--- src/rtl/hyper_consts.svh ---
//####################################################################
// Widths and depths shared by the block mover. Four LSAB sections follow
// from HYPER_SECT_W; a bank only decodes DRAM_DEPTH_LOG address bits
//####################################################################
`ifndef HYPER_CONSTS_SVH
`define HYPER_CONSTS_SVH

// Word address of a 16-bit LSAB word
`define HYPER_ADDR_W 12
// Requested and sent word counts
`define HYPER_COUNT_W 6
`define HYPER_SECT_W 2

`define HYPER_WORD_W 16
`define HYPER_DWORD_W 32
// One enable per byte lane of a DRAM word
`define HYPER_WE_W 4

`define LSAB_DEPTH_LOG 4
`define DRAM_DEPTH_LOG 6

`endif

--- src/rtl/hyper_types_pkg.sv ---
//####################################################################
// Data and address types of the mover datapath
// Bank select is one-hot, all zero means no bank
//####################################################################
`include "hyper_consts.svh"

package hyper_types_pkg;

	// Address of one 16-bit word
	typedef logic [`HYPER_ADDR_W-1:0] word_addr_t;
	// Address of one 32-bit DRAM word, the word address without bit 0
	typedef logic [`HYPER_ADDR_W-2:0] dram_addr_t;

	typedef logic [`HYPER_COUNT_W-1:0] count_t;
	typedef logic [`HYPER_SECT_W-1:0] section_t;

	// One-hot bank request
	typedef logic [1:0] bank_sel_t;

	typedef logic [`HYPER_WORD_W-1:0] lsab_word_t;
	typedef logic [`HYPER_DWORD_W-1:0] dram_word_t;
	typedef logic [`HYPER_WE_W-1:0] byte_en_t;

endpackage

--- src/rtl/lsab_if.sv ---
//####################################################################
// LSAB read bus and MCU write bus of the mover
// The read bus carries one stop and one int flag per section
//####################################################################
`include "hyper_consts.svh"


interface mcu_wr_if
	import hyper_types_pkg::*;
();

	dram_addr_t coll_address;
	byte_en_t we_array;
	bank_sel_t request_access;
	dram_word_t data;

	modport collector (output coll_address, output we_array, output request_access, output data);
	modport bank (input coll_address, input we_array, input request_access, input data);

endinterface

--- src/rtl/dram_banks.sv ---
//####################################################################
// Two small DRAM banks with byte lane writes. Only the low
// DRAM_DEPTH_LOG address bits are decoded, higher bits alias
//####################################################################
`include "hyper_consts.svh"

module dram_banks
	import hyper_types_pkg::*;
(
	input logic CLK,
	input logic RST,
	mcu_wr_if.bank wr,
	input logic rd_bank,
	input dram_addr_t rd_addr,
	output dram_word_t rd_data
);

	localparam int DEPTH = 1 << `DRAM_DEPTH_LOG;
	localparam int N_BANK = $bits(bank_sel_t);
	localparam int BYTE_W = `HYPER_DWORD_W / `HYPER_WE_W;

	dram_word_t mem [N_BANK][DEPTH];
	logic [`DRAM_DEPTH_LOG-1:0] wr_idx;
	logic [`DRAM_DEPTH_LOG-1:0] rd_idx;

	assign wr_idx = wr.coll_address[`DRAM_DEPTH_LOG-1:0];
	assign rd_idx = rd_addr[`DRAM_DEPTH_LOG-1:0];

	// Each request bit selects its own bank, lanes not enabled keep their data
	always_ff @(posedge CLK)
	begin
		for (int k = 0; k < N_BANK; k++)
		begin
			for (int b = 0; b < `HYPER_WE_W; b++)
			begin
				if (wr.request_access[k] && wr.we_array[b])
				begin
					mem[k][wr_idx][b*BYTE_W +: BYTE_W] <= wr.data[b*BYTE_W +: BYTE_W];
				end
			end
		end
	end

	// Readback port for checking
	always_ff @(posedge CLK)
	begin
		if (!RST)
		begin
			rd_data <= '0;
		end
		else
		begin
			rd_data <= mem[rd_bank][rd_idx];
		end
	end

endmodule

--- src/flat_wrapper.sv ---
// flat-port wrapper written by rule: the top's interface ports become plain ports
module dram_banks_flat import hyper_types_pkg::*;
  (CLK, RST, rd_bank, rd_addr, rd_data, wr_coll_address, wr_we_array, wr_request_access, wr_data);
  mcu_wr_if wr_i ();
  input logic CLK;
  input logic RST;
  input logic rd_bank;
  input dram_addr_t rd_addr;
  output dram_word_t rd_data;
  input wire logic [$bits(wr_i.coll_address)-1:0] wr_coll_address;
  input wire logic [$bits(wr_i.we_array)-1:0] wr_we_array;
  input wire logic [$bits(wr_i.request_access)-1:0] wr_request_access;
  input wire logic [$bits(wr_i.data)-1:0] wr_data;
  assign wr_i.coll_address = wr_coll_address;
  assign wr_i.we_array = wr_we_array;
  assign wr_i.request_access = wr_request_access;
  assign wr_i.data = wr_data;
  dram_banks u_core (.CLK(CLK), .RST(RST), .wr(wr_i), .rd_bank(rd_bank), .rd_addr(rd_addr), .rd_data(rd_data));
endmodule
--- config.mk ---
export PLATFORM = sky130hd
export DESIGN_NAME = dram_banks_flat
export DESIGN_NICKNAME = d
export VERILOG_FILES = /design/src/rtl/hyper_types_pkg.sv /design/src/rtl/lsab_if.sv /design/src/rtl/dram_banks.sv /design/src/flat_wrapper.sv
export VERILOG_INCLUDE_DIRS = /design/src /design/src/rtl
export SDC_FILE = /design/constraint.sdc
export NUM_CORES = 2
export LEC_CHECK = 0
export BUFFER_PORTS_ARGS = -buffer_cell sky130_fd_sc_hd__buf_2
export CAP_MARGIN = 20
export CELL_PAD_IN_SITES_DETAIL_PLACEMENT = 2
export CELL_PAD_IN_SITES_GLOBAL_PLACEMENT = 2
export CORE_ASPECT_RATIO = 1.1
export CORE_MARGIN = 1.5
export CORE_UTILIZATION = 25
export DETAILED_ROUTE_END_ITERATION = 10
export PLACE_DENSITY = 0.49
export SETUP_SLACK_MARGIN = 0.4
export SYNTH_ARGS = -nofsm -noshare
export SYNTH_HDL_FRONTEND = slang
export SYNTH_SLANG_ARGS = --single-unit
--- constraint.sdc ---
create_clock -name CLK -period 3.5 [get_ports CLK]
set_input_delay 0.525 -clock CLK [delete_from_list [all_inputs] [get_ports CLK]]
set_output_delay 0.525 -clock CLK [all_outputs]
set_load 0.01 [all_outputs]
==> metrics.txt <==
# TYPE chip_impl_metric gauge
chip_impl_info{name="run_status",value="finished, final reports clean"} 1
chip_impl_info{name="worst_hold_path_type",value="in2reg"} 1
chip_impl_metric{name="worst_skew_pair.late_latency",unit="ns"} 1.03
chip_impl_metric{name="tritoncts_num_sinks",unit=""} 4128
chip_impl_metric{name="drt_iter0_drc",unit=""} 5719
chip_impl_metric{name="final-hold-violation-count",unit=""} 0
chip_impl_metric{name="first_pass_iters",unit=""} 5
chip_impl_metric{name="timing.critical_path.arrival",unit="ns"} 3.58
chip_impl_metric{name="final_report_setup_violation_count",unit=""} 0
chip_impl_metric{name="p_per_area",unit="nW/um2"} 561
chip_impl_metric{name="remaining_drc_errors",unit=""} 0
chip_impl_metric{name="postCtsResizedCells",unit=""} 0
chip_impl_metric{name="grt_remaining_overflow",unit=""} 0
chip_impl_metric{name="initial_antenna_violation_count",unit=""} 49
chip_impl_metric{name="grtUsageMet3",unit="%"} 2.10
chip_impl_metric{name="ys_warn_count",unit=""} 0
chip_impl_metric{name="ctsLongestPathBuffers",unit=""} 4
chip_impl_metric{name="synthToLayoutAreaGrowth",unit="%"} 19.7
chip_impl_metric{name="path_max_fanout",unit=""} 1
chip_impl_metric{name="count_of_antenna_violating_nets_left_after_detailed_routing",unit=""} 0
chip_impl_metric{name="postSynthAreaPerCell",unit="um2"} 20.4
chip_impl_metric{name="synthCells",unit=""} 7750
chip_impl_info{name="timing_worst_setup_path_type",value="reg2reg"} 1
chip_impl_metric{name="ys_seq_elements",unit=""} 4128
chip_impl_metric{name="detail_route.wirelength",unit="um"} 501000
chip_impl_metric{name="core",unit="um2"} 631000
chip_impl_metric{name="sequential_share_of_the_synthesized_area",unit="%"} 78.2
chip_impl_metric{name="power.clock.fraction",unit="%"} 43.5
chip_impl_metric{name="boundaryPins",unit=""} 95
chip_impl_metric{name="cts-htree-levels",unit=""} 5
chip_impl_info{name="critical_path.startpoint_type",value="register"} 1
chip_impl_metric{name="finalSetupTns",unit="ns"} 0
chip_impl_metric{name="die_area",unit="um2"} 637000
chip_impl_metric{name="grt_use_total",unit="%"} 15.3
chip_impl_metric{name="vias",unit=""} 79600
chip_impl_metric{name="cts_inserted_buffers",unit=""} 442
chip_impl_metric{name="worst_ep_required_time",unit="ns"} 4.38
chip_impl_metric{name="ir_drop",unit="mV"} 0.402
chip_impl_metric{name="synthesis.area",unit="um2"} 158000
chip_impl_metric{name="total_nets_final",unit=""} 8704
chip_impl_metric{name="regToRegSetupSlack",unit="ns"} 0.80
chip_impl_metric{name="final_layout_size_suffix_gt1_share",unit="%"} 24.5
chip_impl_metric{name="synth.top_cell.area_share",unit="%"} 77.8
chip_impl_metric{name="synth-edff-count",unit=""} 4096
chip_impl_metric{name="routed_wire_length_per_instance",unit="um"} 28.9
chip_impl_metric{name="grt_start_max_net_pins",unit=""} 99
chip_impl_metric{name="initial_cell_density_of_the_core",unit="%"} 25.1
chip_impl_metric{name="power_switching",unit="mW"} 23.4
chip_impl_metric{name="standard_cell_row_count",unit=""} 306
chip_impl_metric{name="synth_async_sr_flop_share",unit="%"} 0
chip_impl_metric{name="io_buffers",unit=""} 84
chip_impl_metric{name="p_int",unit="mW"} 82.7
chip_impl_metric{name="achievable-frequency",unit="MHz"} 370
chip_impl_metric{name="final.setup_skew",unit="ns"} 0.0549
chip_impl_metric{name="place.gp.congestion",unit=""} 0.770
chip_impl_metric{name="finalCriticalPeriod",unit="ns"} 2.70
chip_impl_metric{name="clk_pin_slew",unit="ns"} 0.06
chip_impl_metric{name="p_seq_share",unit="%"} 51.6
chip_impl_info{name="synthMostInstantiatedCell",value="sky130_fd_sc_hd__edfxtp_1"} 1
chip_impl_metric{name="drv_slew",unit=""} 0
chip_impl_info{name="yosys-top-cells-area",value="sky130_fd_sc_hd__edfxtp_1 78%, sky130_fd_sc_hd__mux4_2 9.1%, sky130_fd_sc_hd__mux2i_1 4.8%"} 1
chip_impl_info{name="worst_setup_path_end_kind",value="register"} 1
chip_impl_metric{name="via_per_inst",unit=""} 4.59
chip_impl_info{name="synthFlopType",value="sky130_fd_sc_hd__edfxtp_1"} 1
chip_impl_metric{name="n_fill_cell",unit=""} 62900
chip_impl_info{name="globalRoute.busiestLayer",value="met2"} 1
chip_impl_metric{name="gr-usage-met2",unit="%"} 27.2
chip_impl_metric{name="max_slew_margin",unit="%"} 24.9
chip_impl_metric{name="comb_power_share",unit="%"} 4.9
chip_impl_metric{name="grt_first_pass_wirelength",unit="um"} 702000
chip_impl_metric{name="final_min_period_over_clock_period",unit="%"} 77.1
chip_impl_metric{name="yosys.cell_types.count",unit=""} 38
chip_impl_info{name="rsz0062_at_grt",value="no"} 1
chip_impl_metric{name="chipWidth",unit="um"} 761
chip_impl_metric{name="tightestPinTransition",unit="ns"} 1.13
chip_impl_metric{name="maxCapViolCount",unit=""} 0
chip_impl_metric{name="timing.hold.ws",unit="ns"} 0.0493
chip_impl_info{name="cts_root_buffer",value="sky130_fd_sc_hd__clkbuf_16"} 1
chip_impl_metric{name="switching_share",unit="%"} 22.1
chip_impl_info{name="synth.cells.most_frequent",value="4096 x sky130_fd_sc_hd__edfxtp_1, 764 x sky130_fd_sc_hd__mux2i_1, 638 x sky130_fd_sc_hd__mux4_2"} 1
chip_impl_metric{name="first_global_vias",unit=""} 88200
chip_impl_metric{name="fin_ws",unit="ns"} 0.800
chip_impl_metric{name="gr-usage-met1",unit="%"} 19.6
chip_impl_info{name="synth_largest_area_cell",value="sky130_fd_sc_hd__edfxtp_1"} 1
chip_impl_metric{name="p_leak",unit="nW"} 60.7
chip_impl_metric{name="post_syn_nets",unit=""} 7813
chip_impl_metric{name="pre_cts_slack",unit="ns"} -0.261
chip_impl_metric{name="dieHeight",unit="um"} 837
chip_impl_info{name="tritoncts",value="yes"} 1
chip_impl_metric{name="hpwlAfterDp",unit="um"} 330000
==> metrics by stage <==
step,total power [mW],util [%],area [um2],cells
after detailed placement,61.2,27.8,175000,16500
final,106,30.0,189000,17300
after floorplan,58.0,-,158000,7750
after global placement,61.1,27.8,175000,16500
after global routing,109,30.0,189000,17300
after CTS,108,30.0,189000,17300
==> sequential cells by signal, indices dropped and copies added, names as in the netlist <==
| register | cells |
|---|---|
| u_core.mem | 4096 |
| u_core.rd_data | 32 |
==> power by group through the flow <==
stage               clock, mW  sequential [mW]  combinational (mW)
floorplan                   0             55.7                2.30
global placement            0             55.8                5.29
detailed placement          0             55.8                5.41
CTS                      47.4             54.7                5.44
global route             49.0             54.7                5.58
finish                   46.1             54.7                5.25
==> timing repair <==
| action | CTS | global route |
|---|---|---|
| endpoints found under the hold margin | 424 | 0 |
| hold buffers | 17 | 0 |
| buffers inserted | 0 | 0 |
==> path summary, 6_finish.rpt <==
check / start / endpoint / cells after the start
setup / recovery: u_core.mem[1][658] / u_core.rd_data[18] / 8
hold / removal: wr_data[26] / u_core.mem[0][826] / 1
setup reg to reg: u_core.mem[1][658] / u_core.rd_data[18] / 8
hold reg to reg: u_core.mem[1][1239] / u_core.rd_data[23] / 4
==> worst max-delay path: stages (launching register included) <==
cell and delay (ns):
sky130_fd_sc_hd__edfxtp_1 0.37, sky130_fd_sc_hd__mux4_2 0.53, sky130_fd_sc_hd__a22oi_1 0.21, sky130_fd_sc_hd__buf_4 0.17, sky130_fd_sc_hd__nand4_1 0.12, sky130_fd_sc_hd__buf_4 0.20
sky130_fd_sc_hd__or4_1 0.50, sky130_fd_sc_hd__buf_4 0.22, sky130_fd_sc_hd__o31a_1 0.25
==> final cells by class <==
| cell class | count | area [um2] | area share, % |
|---|---|---|---|
| well taps | 8316 | 10400 | 5.50 |
| multi-input cells | 3148 | 32600 | 17.2 |
| diodes | 8 | 20.0 | 0.0106 |
| repair buffers | 920 | 8590 | 4.54 |
| flip-flops and latches | 4128 | 124000 | 65.3 |
| clock buffers | 558 | 11800 | 6.22 |
| inverters | 1 | 3.75 | 0.00198 |
| clock inverters | 262 | 2270 | 1.20 |
==> cell usage in the layout (no fill, tap or decap), types with 17 or more instances in the layout <==
cell and n:
sky130_fd_sc_hd__bufinv_16 35, sky130_fd_sc_hd__nor3_1 62, sky130_fd_sc_hd__nor2_1 515, sky130_fd_sc_hd__clkbuf_16 450
sky130_fd_sc_hd__o21ai_0 31, sky130_fd_sc_hd__a22oi_1 573, sky130_fd_sc_hd__dfxtp_1 32, sky130_fd_sc_hd__clkbuf_1 98
sky130_fd_sc_hd__nand4_1 95, sky130_fd_sc_hd__mux4_2 638, sky130_fd_sc_hd__o31a_1 32, sky130_fd_sc_hd__dlygate4sd3_1 17
sky130_fd_sc_hd__clkinv_1 104, sky130_fd_sc_hd__nand2_1 105, sky130_fd_sc_hd__nand3_1 98, sky130_fd_sc_hd__clkinv_2 86
sky130_fd_sc_hd__buf_12 138, sky130_fd_sc_hd__edfxtp_1 4096, sky130_fd_sc_hd__a22o_1 124, sky130_fd_sc_hd__buf_4 706
sky130_fd_sc_hd__buf_2 50, sky130_fd_sc_hd__or4_1 31, sky130_fd_sc_hd__mux2i_1 764
==> per-layer routing <==
| layer | wire (um) | part of all wire [%] |
|---|---|---|
| met1 | 211000 | 42 |
| met2 | 256000 | 51 |
| met3 | 20100 | 4.0 |
| met4 | 14300 | 2.9 |
| met5 | 66 | 0.013 |
==> logic make-up (layout without fill, tap and decap cells) <==
family	count (synthesis)	after routing	synth area share [%]
other	0	8	0
flip-flops	4128	4128	78.2
AND/OR/NAND/NOR	975	975	2.78
buffers and inverters	474	1741	1.36
AO/OA/AOI/OAI	767	767	3.71
multiplexers	1406	1406	14.0
No activity file was read; power rests on OpenSTA's default activity.
