==> config.mk <==
export PLATFORM = sky130hd
export DESIGN_NAME = mcu_collector_flat
export DESIGN_NICKNAME = d
export VERILOG_FILES = /design/src/rtl/hyper_types_pkg.sv /design/src/rtl/lsab_if.sv /design/src/rtl/mcu_collector.sv /design/src/flat_wrapper.sv
export VERILOG_INCLUDE_DIRS = /design/src /design/src/rtl
export SDC_FILE = /design/constraint.sdc
export NUM_CORES = 1
export LEC_CHECK = 0
export BUFFER_PORTS_ARGS = -buffer_cell sky130_fd_sc_hd__buf_2
export CAP_MARGIN = 20
export CELL_PAD_IN_SITES_DETAIL_PLACEMENT = 1
export CELL_PAD_IN_SITES_GLOBAL_PLACEMENT = 1
export CORE_MARGIN = 1
export CORE_UTILIZATION = 30
export CTS_CLUSTER_SIZE = 24
export DETAILED_ROUTE_END_ITERATION = 10
export PLACE_DENSITY = 0.6
export SLEW_MARGIN = 5
export SYNTH_ARGS = -nofsm -noshare
export SYNTH_HDL_FRONTEND = slang
export SYNTH_SLANG_ARGS = --single-unit
export TNS_END_PERCENT = 100
==> constraint.sdc <==
create_clock -name CLK -period 2.1 [get_ports CLK]
set_input_delay 0 -clock CLK [delete_from_list [all_inputs] [get_ports CLK]]
set_output_delay 0 -clock CLK [all_outputs]
set_load 0.01 [all_outputs]
==> src/rtl/hyper_consts.svh <==
//####################################################################
// Widths and depths shared by the block mover. Four LSAB sections follow
// from HYPER_SECT_W; a bank only decodes DRAM_DEPTH_LOG address bits
//####################################################################
`ifndef HYPER_CONSTS_SVH
`define HYPER_CONSTS_SVH

// Word address of a 16-bit LSAB word
`define HYPER_ADDR_W 12
// Requested and sent word counts
`define HYPER_COUNT_W 6
`define HYPER_SECT_W 2

`define HYPER_WORD_W 16
`define HYPER_DWORD_W 32
// One enable per byte lane of a DRAM word
`define HYPER_WE_W 4

`define LSAB_DEPTH_LOG 4
`define DRAM_DEPTH_LOG 6

`endif

==> src/rtl/hyper_types_pkg.sv <==
//####################################################################
// Data and address types of the mover datapath
// Bank select is one-hot, all zero means no bank
//####################################################################
`include "hyper_consts.svh"

package hyper_types_pkg;

	// Address of one 16-bit word
	typedef logic [`HYPER_ADDR_W-1:0] word_addr_t;
	// Address of one 32-bit DRAM word, the word address without bit 0
	typedef logic [`HYPER_ADDR_W-2:0] dram_addr_t;

	typedef logic [`HYPER_COUNT_W-1:0] count_t;
	typedef logic [`HYPER_SECT_W-1:0] section_t;

	// One-hot bank request
	typedef logic [1:0] bank_sel_t;

	typedef logic [`HYPER_WORD_W-1:0] lsab_word_t;
	typedef logic [`HYPER_DWORD_W-1:0] dram_word_t;
	typedef logic [`HYPER_WE_W-1:0] byte_en_t;

endpackage

==> src/rtl/lsab_if.sv <==
//####################################################################
// LSAB read bus and MCU write bus of the mover
// The read bus carries one stop and one int flag per section
//####################################################################
`include "hyper_consts.svh"

interface lsab_rd_if
	import hyper_types_pkg::*;
();

	logic read;
	section_t section;
	lsab_word_t data;
	// Per section empty and full flags
	logic [(1 << `HYPER_SECT_W)-1:0] stop;
	logic [(1 << `HYPER_SECT_W)-1:0] int_flag;

	modport ctrl (output read, output section, input stop, input int_flag);
	modport buffer (input read, input section, output data, output stop, output int_flag);
	// The collector only looks at the popped word
	modport sink (input data);

endinterface

interface mcu_wr_if
	import hyper_types_pkg::*;
();

	dram_addr_t coll_address;
	byte_en_t we_array;
	bank_sel_t request_access;
	dram_word_t data;

	modport collector (output coll_address, output we_array, output request_access, output data);
	modport bank (input coll_address, input we_array, input request_access, input data);

endinterface

==> src/rtl/mcu_collector.sv <==
//####################################################################
// Pairs popped LSAB words into DRAM writes. Even words go to lanes 1:0,
// odd words to lanes 3:2. Pops of one move are assumed to be consecutive
//####################################################################
`include "hyper_consts.svh"

module mcu_collector
	import hyper_types_pkg::*;
(
	input logic CLK,
	input logic RST,
	input logic take,
	input word_addr_t take_addr,
	input logic take_last,
	input bank_sel_t bank,
	lsab_rd_if.sink rd,
	mcu_wr_if.collector wr
);

	// Pop information delayed to the cycle that carries the data
	logic take_d;
	word_addr_t addr_d;
	bank_sel_t bank_d;
	// Even half waiting for its odd partner
	logic pend_valid;
	lsab_word_t pend_data;

	always_ff @(posedge CLK)
	begin
		if (!RST)
		begin
			take_d <= 1'b0;
			addr_d <= '0;
			bank_d <= '0;
			pend_valid <= 1'b0;
			pend_data <= '0;
			wr.coll_address <= '0;
			wr.we_array <= '0;
			wr.request_access <= '0;
			wr.data <= '0;
		end
		else
		begin
			take_d <= take;
			addr_d <= take_addr;
			bank_d <= bank;
			wr.request_access <= '0;
			if (take_d)
			begin
				if (addr_d[0])
				begin
					// Odd word closes the DRAM word, alone or with its pair
					wr.coll_address <= addr_d[`HYPER_ADDR_W-1:1];
					wr.we_array <= pend_valid ? 4'b1111 : 4'b1100;
					wr.data <= {rd.data, pend_data};
					wr.request_access <= bank_d;
					pend_valid <= 1'b0;
				end
				else if (take_last)
				begin
					// Final word on an even address goes out alone
					wr.coll_address <= addr_d[`HYPER_ADDR_W-1:1];
					wr.we_array <= 4'b0011;
					wr.data <= {lsab_word_t'(0), rd.data};
					wr.request_access <= bank_d;
					pend_valid <= 1'b0;
				end
				else
				begin
					pend_valid <= 1'b1;
					pend_data <= rd.data;
				end
			end
		end
	end

endmodule

==> src/flat_wrapper.sv <==
// flat-port wrapper written by rule: the top's interface ports become plain ports
module mcu_collector_flat import hyper_types_pkg::*;
  (CLK, RST, take, take_addr, take_last, bank, rd_data, wr_coll_address, wr_we_array, wr_request_access, wr_data);
  lsab_rd_if rd_i ();
  mcu_wr_if wr_i ();
  input logic CLK;
  input logic RST;
  input logic take;
  input word_addr_t take_addr;
  input logic take_last;
  input bank_sel_t bank;
  input wire logic [$bits(rd_i.data)-1:0] rd_data;
  output wire logic [$bits(wr_i.coll_address)-1:0] wr_coll_address;
  output wire logic [$bits(wr_i.we_array)-1:0] wr_we_array;
  output wire logic [$bits(wr_i.request_access)-1:0] wr_request_access;
  output wire logic [$bits(wr_i.data)-1:0] wr_data;
  assign rd_i.data = rd_data;
  assign wr_coll_address = wr_i.coll_address;
  assign wr_we_array = wr_i.we_array;
  assign wr_request_access = wr_i.request_access;
  assign wr_data = wr_i.data;
  mcu_collector u_core (.CLK(CLK), .RST(RST), .take(take), .take_addr(take_addr), .take_last(take_last), .bank(bank), .rd(rd_i), .wr(wr_i));
endmodule
==> results of run 1 <==
through the flow:
stage	total power, mW	hold slack [ns]	cell area (µm²)
CTS	3.18	0.112	4180
global placement	1.90	0.204	3660
floorplan	1.81	0.126	3210
global route	3.30	0.127	4180
finish	3.13	0.116	4180
detailed placement	1.91	0.210	3660
registers in the layout (all words and copies together) (netlist names):
name,cells
u_core.addr_d,12
u_core.bank_d,2
u_core.pend_data,16
u_core.pend_valid,1
u_core.take_d,1
u_core.wr.coll_address,11
u_core.wr.data,32
u_core.wr.request_access,2
u_core.wr.we_array,2
path summary, 6_finish.rpt:
| path | endpoint | slack (ns) | cells past startpoint |
|---|---|---|---|
| max | u_core.wr.data[10]$_SDFFE_PN0P_ | 0.61 | 2 |
| min | u_core.pend_data[1]$_SDFFE_PN0P_ | 0.12 | 3 |
| max reg2reg | u_core.wr.data[10]$_SDFFE_PN0P_ | 0.61 | 2 |
| min reg2reg | u_core.wr.coll_address[4]$_SDFFE_PN0P_ | 0.45 | 2 |
worst reg2reg max path: stages (launching register included):
cell and delay (ns):
dfxtp_2 0.45, o211ai_2 0.70, o211ai_1 0.20
area by class of cell:
cell class	instances	area, µm²	share of cell area
clock buffers	9	124	0.0296
clock inverters	7	87.6	0.0210
multi-input cells	187	1420	0.339
flip-flops and latches	79	1580	0.379
well taps	136	170	0.0407
repair buffers	123	798	0.191
layer usage:
layer	wire length (µm)	part of all wire
met3	387	0.048
met5	0	0
met1	3750	0.46
met2	3910	0.48
met4	72	0.0089
synthesized netlist by cell type:
cell type,instances
dfxtp_1,79
nand2_1,55
mux2i_1,43
a32o_1,16
nand3b_1,16
o211ai_1,16
and2_1,15
nand4bb_1,13
buf_4,12
buf_2,6
clkbuf_1,6
buf_6,4
and3_1,3
or4bb_1,3
buf_8,2
a31o_2,1
nor3b_2,1
o211a_1,1
o211ai_2,1
o21a_1,1
o21ai_4,1
o221a_2,1
cell families (layout without fill, tap and decap cells):
group | Yosys count | in the layout
AND/OR/NAND/NOR | 106 | 106
flip-flops | 79 | 79
multiplexers | 43 | 43
AO/OA/AOI/OAI | 38 | 38
buffers and inverters | 30 | 139
power by group through the flow:
| stage | clock network [mW] | logic (mW) | registers, mW |
|---|---|---|---|
| after floorplan | 0 | 0.180 | 1.63 |
| after global placement | 0 | 0.281 | 1.62 |
| after detailed placement | 0 | 0.287 | 1.63 |
| after CTS | 1.26 | 0.331 | 1.59 |
| after global routing | 1.34 | 0.359 | 1.60 |
| final | 1.22 | 0.327 | 1.59 |
==> flow_summary.ini, run 1 <==
[run_status]
status = finished, final reports clean

[sta]
setup_viol = 0
worst_slew_pin_slew_ns = 0.780
slew_headroom = 0.479
hold_viol_final = 0
maxSlewViolCount = 0
fmax_mhz = 672
fin_ws_ns = 0.612
setup-tns-final_ns = 0
skew_ns = 0.00558
period_share = 0.709
final.min_clock_period_ns = 1.49
rsz0062_at_grt = false

[logic_synthesis]
synth_area_um2 = 3210
synth_top_family_by_area = simple AND/OR/NAND/NOR gates
synth_simple_gate_area_frac = 0.197
synthAdderAreaFrac = 0
synth-seq-area-share = 0.493
synth_top_area_frac = 0.493
muxShareOfSynthArea = 0.134
netlist-cell-type-count = 22
yosysWarnings = 0
synth_seq_cells = 79
syn_area_per_cell_um2 = 10.8
synth_compound_area_frac = 0.108
yosys.area.top_type = dfxtp_1
synth_cells = 296
syn_nets = 330
yosys.area_share.xor_xnor = 0
ys_top_cells_by_area = dfxtp_1 (49%), mux2i_1 (13%), nand2_1 (6.4%), a32o_1 (5.0%), nand4bb_1 (4.6%)

[clock_network]
clk_path_buf_depth = 2
root_buffer = clkbuf_8
cts_made_buffers = 9
holdBufCountCts = 31
path_clk_slew_ns = 0.08
cts.sinks = 79
cts_resized = 0
htree_levels = 3
clk_latency_ns = 0.34
cts_tree = built
cts_setup_buffers = 0

[finish]
final_cells = 541
drive_above_1_share = 0.281
fin_util = 0.405
final_cell_mix = buf_2 (81), dfxtp_1 (78), nand2_1 (55)
area_growth_pct = 30.2
antennaDiodeCount = 0
final_common_cell = buf_2
fillCellCount = 1177
final_nets = 434

[detailed_routing]
dr_total_vias = 2581
wl_um = 8120
drtIter0Drc = 109
vias_per_cell = 4.77
detail_route.wl_per_cell_um = 15.0
ant_nets = 0
first_pass_iters = 6
drc = 0

[critical_path]
crit_chain = o211ai_2, o211ai_1
critPathBufInv = 0
arrival_ns = 1.69
crit_start = u_core.addr_d[0]$_SDFF_PN0_
critPathRequiredTime_ns = 2.30
path_class = register to register
reg2reg_from = u_core.addr_d[0]$_SDFF_PN0_
cp-start-kind = register
critical-path-slowest-cell = o211ai_2
critPathMaxStageDelay_ns = 0.70
cpLargestDelayFamily = compound AO/OA/AOI/OAI gates
crit_path_end_kind = register
crit_fanout = 16

[global_routing]
met2_usage = 0.247
gr-max-usage-layer = met2
grt.met3_usage = 0.0433
antenna_found_initial = 0
gr-usage-met1 = 0.199
grt_pass1_wl_um = 13200
grt_pass1_vias = 2590
grt_max_degree = 44
overflow = 0
grtUsageTotal = 0.153

[placement]
io_buffers = 82
placed_cells = 494
gp_congestion = 0.676
dp_hpwl_um = 5280
dp_slack_ns = 0.585

[pwr]
powerDensity_nw_per_um2 = 750
clkPwrFrac = 0.388
p_leak_nw = 1.73
p_int_mw = 2.38
p_comb_frac = 0.104
sw_frac_of_total = 0.241
p_seq_frac = 0.507
p_switching_uw = 755
vdd_drop_max_mv = 0.354

[floorplan]
initial_core_util = 0.311
core_area_um2 = 10300
ios = 83
die_h_um = 105
rows = 37
die_x_um = 105
dieArea_um2 = 11100

[worst_hold_path]
min_from = RST
holdCritPathClass = input pin to register

[run]
cap_violations = 0
(Power assumes the default switching activity.)
==> inputs of run 2 (changes only) <==
--- a/config.mk
+++ b/config.mk
@@ -14,7 +14,7 @@
 export CORE_UTILIZATION = 30
 export CTS_CLUSTER_SIZE = 24
 export DETAILED_ROUTE_END_ITERATION = 10
-export PLACE_DENSITY = 0.6
+export PLACE_DENSITY = 0.62
 export SLEW_MARGIN = 5
 export SYNTH_ARGS = -nofsm -noshare
 export SYNTH_HDL_FRONTEND = slang
==> constraint.sdc (replaced) <==
create_clock -name CLK -period 1.3 [get_ports CLK]
set_input_delay 0 -clock CLK [delete_from_list [all_inputs] [get_ports CLK]]
set_output_delay 0 -clock CLK [all_outputs]
set_load 0.01 [all_outputs]
==> flow_summary.ini, run 2 (synthesis gave the netlist of run 1 again) <==
[floorplan]
die_h_um = 105
core_area_um2 = 10300
die_x_um = 105
initial_core_util = 0.311
ios = 83
dieArea_um2 = 11100
rows = 37

[clock_network]
clk_latency_ns = 0.35
cts_tree = built
path_clk_slew_ns = 0.09
cts.sinks = 79
htree_levels = 3
clk_path_buf_depth = 2
root_buffer = clkbuf_8
cts_made_buffers = 9

[finish]
top_register = u_core.wr.data
final_area_um2 = 4310
fin_util = 0.417
antennaDiodeCount = 0
final_cell_mix = buf_2 (81), dfxtp_1 (78), nand2_1 (55)
final_nets = 442
final_common_cell = buf_2
area_growth_pct = 34.2
largest_reg_flops = 32
drive_above_1_share = 0.298
final_cells = 549
top_regs = u_core.wr.data (32), u_core.pend_data (16), u_core.addr_d (12)
fillCellCount = 1154

[run]
cap_violations = 0

[worst_hold_path]
holdCritPathClass = input pin to register

[critical_path]
crit_fanout = 8
path_class = register to register
crit_chain = buf_12, nor3b_4, buf_6, mux2i_2
arrival_ns = 1.55
critPathRequiredTime_ns = 1.58
critical-path-slowest-cell = dfxtp_4
crit_path_end_kind = register
cp-start-kind = register
critPathMaxStageDelay_ns = 0.40

[global_routing]
overflow = 0
grt_pass1_vias = 2669
grt_pass1_wl_um = 13500
grt_max_degree = 77
antenna_found_initial = 0
grtUsageTotal = 0.156

[sta]
rsz0062_at_grt = true
slew_headroom = 0.619
maxSlewViolCount = 0
setup_viol = 0
fmax_mhz = 784
whs_ns = 0.0506
worst_slew_pin_slew_ns = 0.570
fin_ws_ns = 0.0247
setup-tns-final_ns = 0
hold_viol_final = 0
final.min_clock_period_ns = 1.28
period_share = 0.981
skew_ns = 0.00874

[detailed_routing]
drtIter0Drc = 63
first_pass_iters = 4
detail_route.wl_per_cell_um = 15.1
dr_total_vias = 2587
ant_nets = 0
vias_per_cell = 4.71
drc = 0
wl_um = 8290

[placement]
gp_congestion = 0.688
placed_cells = 496
dp_slack_ns = -0.106
dp_hpwl_um = 5300
place_area_um2 = 3720
io_buffers = 82

[pwr]
total_power_mw = 5.04
vdd_drop_max_mv = 0.516
powerDensity_nw_per_um2 = 1170
p_leak_nw = 1.79

[run_status]
status = finished, final reports clean
==> run 2: layer usage <==
metal	vias to the layer above	track usage	share of wire
met2	58	0.245	0.46
li1	1283	-	-
met4	0	0.0654	0.020
met5	-	0	0
met3	14	0.0439	0.047
met1	1232	0.199	0.47
==> run 2: worst paths after layout <==
check / slack (ns) / startpoint / depth (start not counted) / endpoint
max: 0.02 / u_core.addr_d[0]$_SDFF_PN0_ / 4 / u_core.pend_data[0]$_SDFFE_PN0P_
min: 0.05 / RST / 3 / u_core.pend_data[1]$_SDFFE_PN0P_
max reg2reg: 0.02 / u_core.addr_d[0]$_SDFF_PN0_ / 4 / u_core.pend_data[0]$_SDFFE_PN0P_
min reg2reg: 0.44 / u_core.addr_d[7]$_SDFF_PN0_ / 2 / u_core.wr.coll_address[6]$_SDFFE_PN0P_
==> run 2: worst max-delay path: cells and delay by family, from the launching register on <==
family                 cells  cell delay, ns
DFF                        1            0.40
muxes                      1            0.21
buffers and inverters      2            0.34
and+or+nand+nor            1            0.25
==> run 2: power by group <==
group / total [mW] / switching [mW] / internal [mW]
Sequential: 2.56 / 0.0551 / 2.51
Clock: 1.90 / 0.950 / 0.950
Combinational: 0.577 / 0.279 / 0.297
Total: 5.04 / 1.28 / 3.76
==> run 2: final cells by class <==
class / count / area, µm² / area share
clock inverters: 6 / 68.8 / 0.0160
clock buffers: 10 / 138 / 0.0320
flip-flops and latches: 79 / 1590 / 0.368
repair buffers: 131 / 916 / 0.213
multi-input cells: 187 / 1430 / 0.332
well taps: 136 / 170 / 0.0395
==> run 2: timing repair <==
action	in CTS	in global routing
resized for setup	3	4
pin swaps	0	1
hold endpoints to repair	48	0
hold buffers	31	0
cloned	0	1
buffers inserted	0	5
setup endpoints to repair	25	12
