File: src/rtl/hyper_consts.svh
//####################################################################
// Widths and depths shared by the block mover. Four LSAB sections follow
// from HYPER_SECT_W; a bank only decodes DRAM_DEPTH_LOG address bits
//####################################################################
`ifndef HYPER_CONSTS_SVH
`define HYPER_CONSTS_SVH

// Word address of a 16-bit LSAB word
`define HYPER_ADDR_W 12
// Requested and sent word counts
`define HYPER_COUNT_W 6
`define HYPER_SECT_W 2

`define HYPER_WORD_W 16
`define HYPER_DWORD_W 32
// One enable per byte lane of a DRAM word
`define HYPER_WE_W 4

`define LSAB_DEPTH_LOG 4
`define DRAM_DEPTH_LOG 6

`endif

File: src/rtl/hyper_types_pkg.sv
//####################################################################
// Data and address types of the mover datapath
// Bank select is one-hot, all zero means no bank
//####################################################################
`include "hyper_consts.svh"

package hyper_types_pkg;

	// Address of one 16-bit word
	typedef logic [`HYPER_ADDR_W-1:0] word_addr_t;
	// Address of one 32-bit DRAM word, the word address without bit 0
	typedef logic [`HYPER_ADDR_W-2:0] dram_addr_t;

	typedef logic [`HYPER_COUNT_W-1:0] count_t;
	typedef logic [`HYPER_SECT_W-1:0] section_t;

	// One-hot bank request
	typedef logic [1:0] bank_sel_t;

	typedef logic [`HYPER_WORD_W-1:0] lsab_word_t;
	typedef logic [`HYPER_DWORD_W-1:0] dram_word_t;
	typedef logic [`HYPER_WE_W-1:0] byte_en_t;

endpackage

File: src/rtl/lsab_if.sv
//####################################################################
// LSAB read bus and MCU write bus of the mover
// The read bus carries one stop and one int flag per section
//####################################################################
`include "hyper_consts.svh"

interface lsab_rd_if
	import hyper_types_pkg::*;
();

	logic read;
	section_t section;
	lsab_word_t data;
	// Per section empty and full flags
	logic [(1 << `HYPER_SECT_W)-1:0] stop;
	logic [(1 << `HYPER_SECT_W)-1:0] int_flag;

	modport ctrl (output read, output section, input stop, input int_flag);
	modport buffer (input read, input section, output data, output stop, output int_flag);
	// The collector only looks at the popped word
	modport sink (input data);

endinterface


File: src/rtl/lsab_sections.sv
//####################################################################
// Four FIFO sections of 2^LSAB_DEPTH_LOG words each
// A host write to a full section is dropped; a pop of an empty one is ignored
// Popped data appears one cycle after the read strobe
//####################################################################
`include "hyper_consts.svh"

module lsab_sections
	import hyper_types_pkg::*;
(
	input logic CLK,
	input logic RST,
	input logic fill_write,
	input section_t fill_section,
	input lsab_word_t fill_data,
	lsab_rd_if.buffer rd
);

	localparam int N_SECT = 1 << `HYPER_SECT_W;
	localparam int DEPTH = 1 << `LSAB_DEPTH_LOG;

	logic [N_SECT-1:0] empty;
	logic [N_SECT-1:0] full;
	logic [N_SECT-1:0] push_sel;
	logic [N_SECT-1:0] pop_sel;
	// Word at the read pointer of every section
	logic [N_SECT-1:0][`HYPER_WORD_W-1:0] head;

	// Only one section is written and one is popped per cycle
	always_comb
	begin
		push_sel = '0;
		pop_sel = '0;
		push_sel[fill_section] = fill_write && !full[fill_section];
		pop_sel[rd.section] = rd.read && !empty[rd.section];
	end

	//####################################################################
	// Section storage
	//####################################################################
	for (genvar g = 0; g < N_SECT; g++)
	begin : g_sect
		lsab_word_t mem [DEPTH];
		logic [`LSAB_DEPTH_LOG-1:0] wr_ptr;
		logic [`LSAB_DEPTH_LOG-1:0] rd_ptr;
		// One bit wider than the pointers so a full section is distinct from empty
		logic [`LSAB_DEPTH_LOG:0] fill_cnt;

		assign empty[g] = (fill_cnt == '0);
		assign full[g] = fill_cnt[`LSAB_DEPTH_LOG];
		assign head[g] = mem[rd_ptr];

		always_ff @(posedge CLK)
		begin
			if (!RST)
			begin
				wr_ptr <= '0;
				rd_ptr <= '0;
				fill_cnt <= '0;
			end
			else
			begin
				if (push_sel[g])
				begin
					wr_ptr <= wr_ptr + 1'b1;
				end
				if (pop_sel[g])
				begin
					rd_ptr <= rd_ptr + 1'b1;
				end
				case ({push_sel[g], pop_sel[g]})
					2'b10: fill_cnt <= fill_cnt + 1'b1;
					2'b01: fill_cnt <= fill_cnt - 1'b1;
					default: fill_cnt <= fill_cnt;
				endcase
			end
		end

		always_ff @(posedge CLK)
		begin
			if (push_sel[g])
			begin
				mem[wr_ptr] <= fill_data;
			end
		end
	end

	assign rd.stop = empty;
	assign rd.int_flag = full;

	always_ff @(posedge CLK)
	begin
		if (!RST)
		begin
			rd.data <= '0;
		end
		else if (|pop_sel)
		begin
			rd.data <= head[rd.section];
		end
	end

endmodule

File: src/flat_wrapper.sv
// flat-port wrapper written by rule: the top's interface ports become plain ports
module lsab_sections_flat import hyper_types_pkg::*;
  (CLK, RST, fill_write, fill_section, fill_data, rd_read, rd_section, rd_data, rd_stop, rd_int_flag);
  lsab_rd_if rd_i ();
  input logic CLK;
  input logic RST;
  input logic fill_write;
  input section_t fill_section;
  input lsab_word_t fill_data;
  input wire logic [$bits(rd_i.read)-1:0] rd_read;
  input wire logic [$bits(rd_i.section)-1:0] rd_section;
  output wire logic [$bits(rd_i.data)-1:0] rd_data;
  output wire logic [$bits(rd_i.stop)-1:0] rd_stop;
  output wire logic [$bits(rd_i.int_flag)-1:0] rd_int_flag;
  assign rd_i.read = rd_read;
  assign rd_i.section = rd_section;
  assign rd_data = rd_i.data;
  assign rd_stop = rd_i.stop;
  assign rd_int_flag = rd_i.int_flag;
  lsab_sections u_core (.CLK(CLK), .RST(RST), .fill_write(fill_write), .fill_section(fill_section), .fill_data(fill_data), .rd(rd_i));
endmodule
File: config.mk
export PLATFORM = sky130hd
export DESIGN_NAME = lsab_sections_flat
export DESIGN_NICKNAME = d
export VERILOG_FILES = /design/src/rtl/hyper_types_pkg.sv /design/src/rtl/lsab_if.sv /design/src/rtl/lsab_sections.sv /design/src/flat_wrapper.sv
export VERILOG_INCLUDE_DIRS = /design/src /design/src/rtl
export SDC_FILE = /design/constraint.sdc
export NUM_CORES = 1
export LEC_CHECK = 0
export BUFFER_PORTS_ARGS = -buffer_cell sky130_fd_sc_hd__buf_2
export CAP_MARGIN = 15
export CORE_MARGIN = 1
export CORE_UTILIZATION = 59
export CTS_BUF_LIST = sky130_fd_sc_hd__clkbuf_8
export CTS_CLUSTER_DIAMETER = 120
export DETAILED_ROUTE_END_ITERATION = 8
export PLACE_DENSITY = 0.77
export SLEW_MARGIN = 20
export SYNTH_ARGS = -nofsm -noshare
export SYNTH_HDL_FRONTEND = slang
export SYNTH_SLANG_ARGS = --single-unit
File: constraint.sdc
create_clock -name CLK -period 3.21 [get_ports CLK]
set_input_delay 0.1605 -clock CLK [delete_from_list [all_inputs] [get_ports CLK]]
set_output_delay 0.1605 -clock CLK [all_outputs]
set_load 0.01 [all_outputs]
==> results of run 1 <==
[worst min-delay path, cell delays in order]
cell and delay, ns:
buf_2 0.10, nand2_1 0.12, nor3b_2 0.06, buf_4 0.17
mux2i_1 0.12, nor2b_1 0.09
[layout make-up]
cell class	count	area (um2)
tap	959	1200
clock buffer	177	2436
sequential	1108	32450
antenna	5	12.51
timing repair buffer	204	1567
inverter	27	101.3
clock inverter	120	676.9
fill	4639	24060
multi-input combinational	1186	10710
[cells by family after synthesis]
group,Yosys count
multiplexers,431
buffers and inverters,171
flip-flops,1108
AND/OR/NAND/NOR,381
AO/OA/AOI/OAI,297
XOR/XNOR,44
adder cells (fa/ha/maj),33
[worst paths after layout]
path	start	end	cells after the start	slack [ns]
worst min register to register	u_core.rd.data[3]$_SDFFE_PN0P_	u_core.rd.data[3]$_SDFFE_PN0P_	2	0.53
worst max register to register	u_core.g_sect[0].fill_cnt[2]$_SDFFE_PN0P_	u_core.g_sect[0].fill_cnt[4]$_SDFFE_PN0P_	12	0.21
worst max-delay path	u_core.g_sect[0].fill_cnt[2]$_SDFFE_PN0P_	u_core.g_sect[0].fill_cnt[4]$_SDFFE_PN0P_	12	0.21
worst min-delay path	fill_section[0]	u_core.g_sect[3].wr_ptr[1]$_SDFFE_PN0P_	6	0.06
[layer usage]
layer,up-vias,share of wire (%),wire length (um)
li1,10310,-,-
met1,12180,40,40380
met2,1290,47,47410
met3,163,9.8,9894
met4,0,3.0,3065
met5,-,0,0
[placed cells by master, fill, tap and decap left out, types with 13 or more instances in the layout]
master,Yosys,final
dlygate4sd3_1,0,15
inv_1,26,77
nor4_2,2,13
clkinv_2,0,16
nand3_1,79,79
and2_1,54,54
mux2i_1,329,329
nand2_1,47,47
a22oi_1,161,161
nand4_1,24,24
nor3_2,2,18
mux4_2,100,100
clkbuf_8,0,177
dfxtp_1,84,79
buf_4,31,137
nor2b_1,22,18
clkinv_1,0,34
o22ai_1,13,13
ha_1,33,32
xnor2_1,30,30
edfxtp_1,1024,1024
a21oi_1,39,38
nor3_1,46,30
nor2_1,48,45
buf_2,45,44
o21ai_0,16,16
xor2_1,14,14
[flip-flops by register name, indices dropped and copies added, names as in the netlist, named ones only]
name and cells:
u_core.g_sect.fill_cnt 20, u_core.g_sect.mem 1024, u_core.g_sect.wr_ptr 16, u_core.g_sect.rd_ptr 16, u_core.rd.data 16
[power by group through the flow]
stage / clock [mW] / sequential, mW / combinational, mW
after CTS: 10.9 / 15.9 / 0.765
after global placement: 0 / 16.2 / 0.721
after detailed placement: 0 / 16.2 / 0.752
final: 10.8 / 15.9 / 0.782
after floorplan: 0 / 16.2 / 0.322
after global routing: 11.5 / 15.9 / 0.833
[per-stage QoR]
step	setup WS, ns	power, mW
6_report	0.2101	27.47
5_1_grt	0.02436	28.23
4_1_cts	0.09553	27.56
3_5_place_dp	0.1239	16.92
3_3_place_gp	0.2387	16.89
2_1_floorplan	0.1364	16.48
[repair_timing]
item                                    CTS  global route
hold buffers                             11             4
endpoints found under the hold margin   259           214
resized for setup                         0             3
endpoints found under the setup margin    0             2
==> summary.txt, run 1 <==
Outcome
  – Status: finished, violations left
  – Failing checks: DRC

Final layout
  – Final Instance Area: 49150 um2
  – Fin cells: 3786
  – Fraction of layout cells with a size suffix above 1: 19.99%
  – Final Net Count: 2753
  – Core Util, Final: 67.14%
  – Syn-to-layout area delta: 12.16%

Flow run
  – Max Cap Viol: 0

Routing
  – Drt wl/cell: 26.61 um
  – Routed Antenna Nets: 0
  – DRC violations left: 4
  – DR pass1 iterations: 8
  – Drt total wl: 100700 um
  – Vias per cell: 6.324
  – Initial DRC Count: 2656
  – Via count: 23940

Clock tree
  – Worst skew pair latency: 0.83 ns
  – Post-CTS setup repair buffer count: 0
  – # clock sinks: 1108
  – CTS Buf Count: 169
  – TritonCTS clock tree: built
  – Clk pin slew, worst setup/hold paths: 0.06 ns
  – Clock H-tree levels: 4
  – Clock buffer depth: 3
  – CTS Root Cell: clkbuf_8

STA
  – Fmax achieved: 333.3 MHz
  – RSZ-0062 raised after global routing: no
  – Headroom to the max-slew limit: 24.94%
  – Tcrit/Tclk final: 93.45%
  – Min cycle time layout: 3.000 ns
  – Worst Skew: 0.03177 ns
  – Setup Viol. Count Final: 0
  – WHS: 0.06284 ns
  – Worst-Margin Slew: 1.126 ns
  – Setup TNS: 0 ns
  – Final Slew Violations: 0
  – Fin. Hold Viols: 0

Synth
  – Synth Net Count: 2522
  – Simple-gate share of the synthesized area: 4.734%
  – Multiplexer area fraction after synthesis: 12.71%
  – #FFs+latches synth: 1108
  – Top FF cell, synth: edfxtp_1
  – Post-synth top area share: 70.17%
  – Synth top area cells: edfxtp_1 (70%), mux2i_1 (7.5%), mux4_2 (5.1%)
  – Synth Area in Compound Gates: 4.743%
  – Synth area leader: edfxtp_1
  – Synth unique cells: 62
  – Yosys Warn Count: 0
  – Sequential share of the synthesized area: 74.01%
  – Syn Area/Cell: 17.78 um2
  – Top cells by count, synth: edfxtp_1 (1024), mux2i_1 (329), a22oi_1 (161)
  – Post-synth EDFFs: 1024
  – Synth Cell Area: 43820 um2
  – Largest family of logic cells by synthesized area: multiplexers
  – Syn Inst Count: 2465
  – XOR/XNOR Fraction of Synth Area: 0.8794%
  – Post-Synth Adder-Cell Area: 0.9422%
  – Count leader, synth: edfxtp_1
  – FFs w/ async S/R, synth: 0%

Global routing
  – Met2 Use GR: 41.32%
  – First-pass GRT wire length: 148800 um
  – M1 GR Usage: 38.39%
  – GR Layer Usage met3: 6.337%
  – Number of global-route vias before repair: 24090
  – Initial antenna violation count: 4
  – Grt total ovfl: 0
  – Global route hottest layer: met2
  – All-Layer GR Usage: 27.10%
  – Pin count of the biggest net entering global routing: 65

Placed design
  – Area post-placement: 45820 um2
  – IO Port Bufs: 47
  – Inst Count DP: 3468
  – RePlAce Congestion: 0.8313
  – DP HPWL: 62190 um

Floorplan
  – Core area: 73210 um2
  – Die W: 274.5 um
  – Die ar.: 75370 um2
  – Die Ht: 274.5 um
  – Site Rows: 99
  – Io pins: 48
  – Starting Density: 59.86%

Setup path
  – Critical path type: reg2reg
  – Startpoint Class: flip-flop
  – Critical Path Max Stage Delay: 0.55 ns
  – Worst-path maximum fanout: 8
  – Setup crit end kind: flip-flop
  – Worst path required time: 3.94 ns
  – Bufs and invs on worst path: 0
  – Critical Path AT: 3.73 ns
  – CP top delay family: simple AND/OR/NAND/NOR gates
  – CP Cell Sequence: or4_4 > nor2_4 > nor2_1 > ha_1 > xor2_1 > ha_1 > o21a_1 > o22a_1 > a21oi_1 > xor2_1 > or3_1 > a21boi_0
  – Critical Path Slowest Stage Cell: or4_4

Power and ir drop
  – Net Sw Frac: 21.47%
  – Psw: 5.898 mW
  – Pint: 21.57 mW
  – Sequential Power Share: 57.8%
  – Power share of the combinational group: 2.8%
  – VDD IR-drop max: 0.3704 mV
  – Power per cell area: 558.8 nW/um2
  – P_leak: 15.61 nW
  – Clock power frac: 39.4%

Worst hold path
  – Worst min path class: in2reg
Note: power is estimated with default switching activity, not from simulation.
==> run 2: changes to the inputs <==
--- a/config.mk
+++ b/config.mk
@@ -9,11 +9,11 @@
 export BUFFER_PORTS_ARGS = -buffer_cell sky130_fd_sc_hd__buf_2
 export CAP_MARGIN = 15
 export CORE_MARGIN = 1
-export CORE_UTILIZATION = 59
+export CORE_UTILIZATION = 60
 export CTS_BUF_LIST = sky130_fd_sc_hd__clkbuf_8
 export CTS_CLUSTER_DIAMETER = 120
 export DETAILED_ROUTE_END_ITERATION = 8
-export PLACE_DENSITY = 0.77
+export PLACE_DENSITY = 0.75
 export SLEW_MARGIN = 20
 export SYNTH_ARGS = -nofsm -noshare
 export SYNTH_HDL_FRONTEND = slang
==> constraint.sdc (replaced) <==
create_clock -name CLK -period 3.45 [get_ports CLK]
set_input_delay 0.1725 -clock CLK [delete_from_list [all_inputs] [get_ports CLK]]
set_output_delay 0.1725 -clock CLK [all_outputs]
set_load 0.01 [all_outputs]
==> run 2 against run 1 <==
Compared with the run above:
- the run now ends clean
- power fell by 7.5%
- critical path depth unchanged
- clock-buffer cell count grew 3
- clock power is 8% lower
- via count down 0.67%
- die area down 1.7%
- sequential power is 7% lower
- wire length shrank 0.72%
- sequential share of layout area is 0.29 points higher
- register-to-register slack improved by 0.11 ns
- non-clock buffer count down 20
- utilization is 0.96 points higher
- critical endpoint unchanged
- largest power group unchanged
==> summary.txt, run 2 (synthesis results as in run 1) <==
Outcome
  – Status: completed

Clock tree
  – Clock H-tree levels: 4
  – Worst skew pair latency: 0.80 ns
  – TritonCTS clock tree: built
  – CTS Root Cell: clkbuf_8
  – Clk pin slew, worst setup/hold paths: 0.06 ns
  – Clock buffer depth: 3
  – Post-CTS setup repair buffer count: 0
  – CTS Buf Count: 167
  – # clock sinks: 1108

Routing
  – Initial DRC Count: 2545
  – Vias per cell: 6.310
  – Via count: 23780
  – Routed Antenna Nets: 0
  – DR pass1 iterations: 5
  – Drt total wl: 100000 um
  – Drt wl/cell: 26.54 um
  – DRC violations left: 0

Setup path
  – Critical Path Slowest Stage Cell: or4_4
  – CP Cell Sequence: or4_4 > nor2_4 > nor2_1 > ha_2 > xor2_1 > ha_1 > o21a_1 > o22a_1 > a21oi_1 > xor2_1 > or3_1 > a21boi_0
  – Worst-path maximum fanout: 9
  – CP top delay family: simple AND/OR/NAND/NOR gates
  – Worst path required time: 4.17 ns
  – Critical Path AT: 3.86 ns
  – Startpoint Class: flip-flop
  – R2R depth: 12
  – CP Depth: 12
  – Critical path type: reg2reg
  – Setup crit end kind: flip-flop
  – Crit-path most repeated cell: xor2_1
  – Bufs and invs on worst path: 0
  – Critical Path Max Stage Delay: 0.58 ns

STA
  – Min cycle time layout: 3.135 ns
  – Worst Skew: 0.03014 ns
  – Worst-Margin Slew: 1.188 ns
  – Final Slew Violations: 0
  – Setup Viol. Count Final: 0
  – Tcrit/Tclk final: 90.86%
  – Fin. Hold Viols: 0
  – Setup TNS: 0 ns
  – RSZ-0062 raised after global routing: no
  – Headroom to the max-slew limit: 20.79%
  – Fmax achieved: 319.0 MHz
  – Worst setup margin: 0.3152 ns

Floorplan
  – Core area: 71850 um2
  – Die ar.: 74120 um2
  – Site Rows: 98
  – Die Ht: 272.3 um
  – Die W: 272.3 um
  – Starting Density: 60.99%
  – Io pins: 48

Final layout
  – Syn-to-layout area delta: 11.67%
  – Commonest non-fill, non-tap cell in the layout: edfxtp_1
  – Fill cells: 4645
  – Final Net Count: 2731
  – Fin cells: 3769
  – Largest registers: u_core.g_sect.mem (1024), u_core.g_sect.fill_cnt (20)
  – Largest Register: u_core.g_sect.mem
  – Most frequent cells in the layout: edfxtp_1 (1024), mux2i_1 (329), clkbuf_8 (180)
  – Fraction of layout cells with a size suffix above 1: 19.34%
  – Max FFs per register: 1024

Placed design
  – Inst Count DP: 3443
  – DP HPWL: 61640 um
  – IO Port Bufs: 47
  – Dpl ws: 0.1203 ns
  – RePlAce Congestion: 0.9193

Worst hold path
  – Hold depth: 1
  – Worst min path class: in2reg

Global routing
  – Number of global-route vias before repair: 23760
  – First-pass GRT wire length: 148200 um
  – Initial antenna violation count: 3
  – Grt total ovfl: 0
  – All-Layer GR Usage: 27.37%
  – Pin count of the biggest net entering global routing: 65

Power and ir drop
  – VDD IR-drop max: 0.3483 mV
  – Power per cell area: 519.4 nW/um2
  – P_leak: 15.54 nW

Flow run
  – Max Cap Viol: 0
==> run 2: cell count changes in the layout (fill, tap and decap cells not counted), moves of 2 or more <==
cell / delta
buf_4: -14
inv_1: +10
clkinv_1: +7
clkinv_2: +5
diode_2: -4
inv_6: -4
clkbuf_8: +3
dlygate4sd3_1: -3
bufinv_16: -2
==> run 2: where the power goes <==
part	internal [mW]	switching (mW)	total, mW
clock	5.05	4.88	9.93
combinational	0.207	0.516	0.722
sequential	14.7	0.0443	14.8
==> run 2: worst register-to-register path, stage by stage (launching register included) <==
cell      delay [ns]
dfxtp_1         0.39
or4_4           0.58
nor2_4          0.14
nor2_1          0.14
ha_2            0.29
xor2_1          0.17
ha_1            0.22
o21a_1          0.17
o22a_1          0.19
a21oi_1         0.21
xor2_1          0.11
or3_1           0.30
a21boi_0        0.16
==> run 2: per-layer routing <==
metal / GRT usage, % / wire length (um)
met4: 9.639 / 2770
met2: 41.79 / 46910
met3: 6.885 / 9051
met1: 38.72 / 41280
met5: 0 / 11
==> run 2: final timing paths <==
check,start,end,slack (ns)
setup / recovery,u_core.g_sect[0].fill_cnt[1]$_SDFFE_PN0P_,u_core.g_sect[0].fill_cnt[4]$_SDFFE_PN0P_,0.32
hold / removal,fill_data[2],u_core.g_sect[2].mem[15][2]$_DFFE_PP_,0.07
setup reg to reg,u_core.g_sect[0].fill_cnt[1]$_SDFFE_PN0P_,u_core.g_sect[0].fill_cnt[4]$_SDFFE_PN0P_,0.32
hold reg to reg,u_core.rd.data[6]$_SDFFE_PN0P_,u_core.rd.data[6]$_SDFFE_PN0P_,0.54
==> run 2: area by class of cell <==
class / instances / area, um2 / share of cell area (%)
sequential: 1108 / 32450 / 66.31
clock buffer: 180 / 2477 / 5.063
clock inverter: 133 / 638.1 / 1.304
inverter: 27 / 101.3 / 0.2071
tap: 950 / 1189 / 2.429
timing repair buffer: 184 / 1379 / 2.818
multi-input combinational: 1186 / 10700 / 21.86
antenna: 1 / 2.502 / 0.005114
==> run 2: repair_timing <==
item / CTS / global route
hold endpoints to repair: 88 / 235
setup endpoints to repair: 0 / 1
resized for setup: 0 / 1
hold buffers: 8 / 4
==> run 2: metrics by stage <==
stage | hold slack (ns) | total power, mW | area [um2] | util [%]
floorplan | 0.2714 | 15.34 | 43820 | -
detailed placement | 0.5352 | 15.75 | 45680 | 63.57
finish | 0.06883 | 25.42 | 48930 | 68.10
global route | 0.05335 | 26.15 | 48930 | 68.10
CTS | 0.01387 | 25.54 | 48870 | 68.02
global placement | 0.5126 | 15.71 | 45680 | 63.57
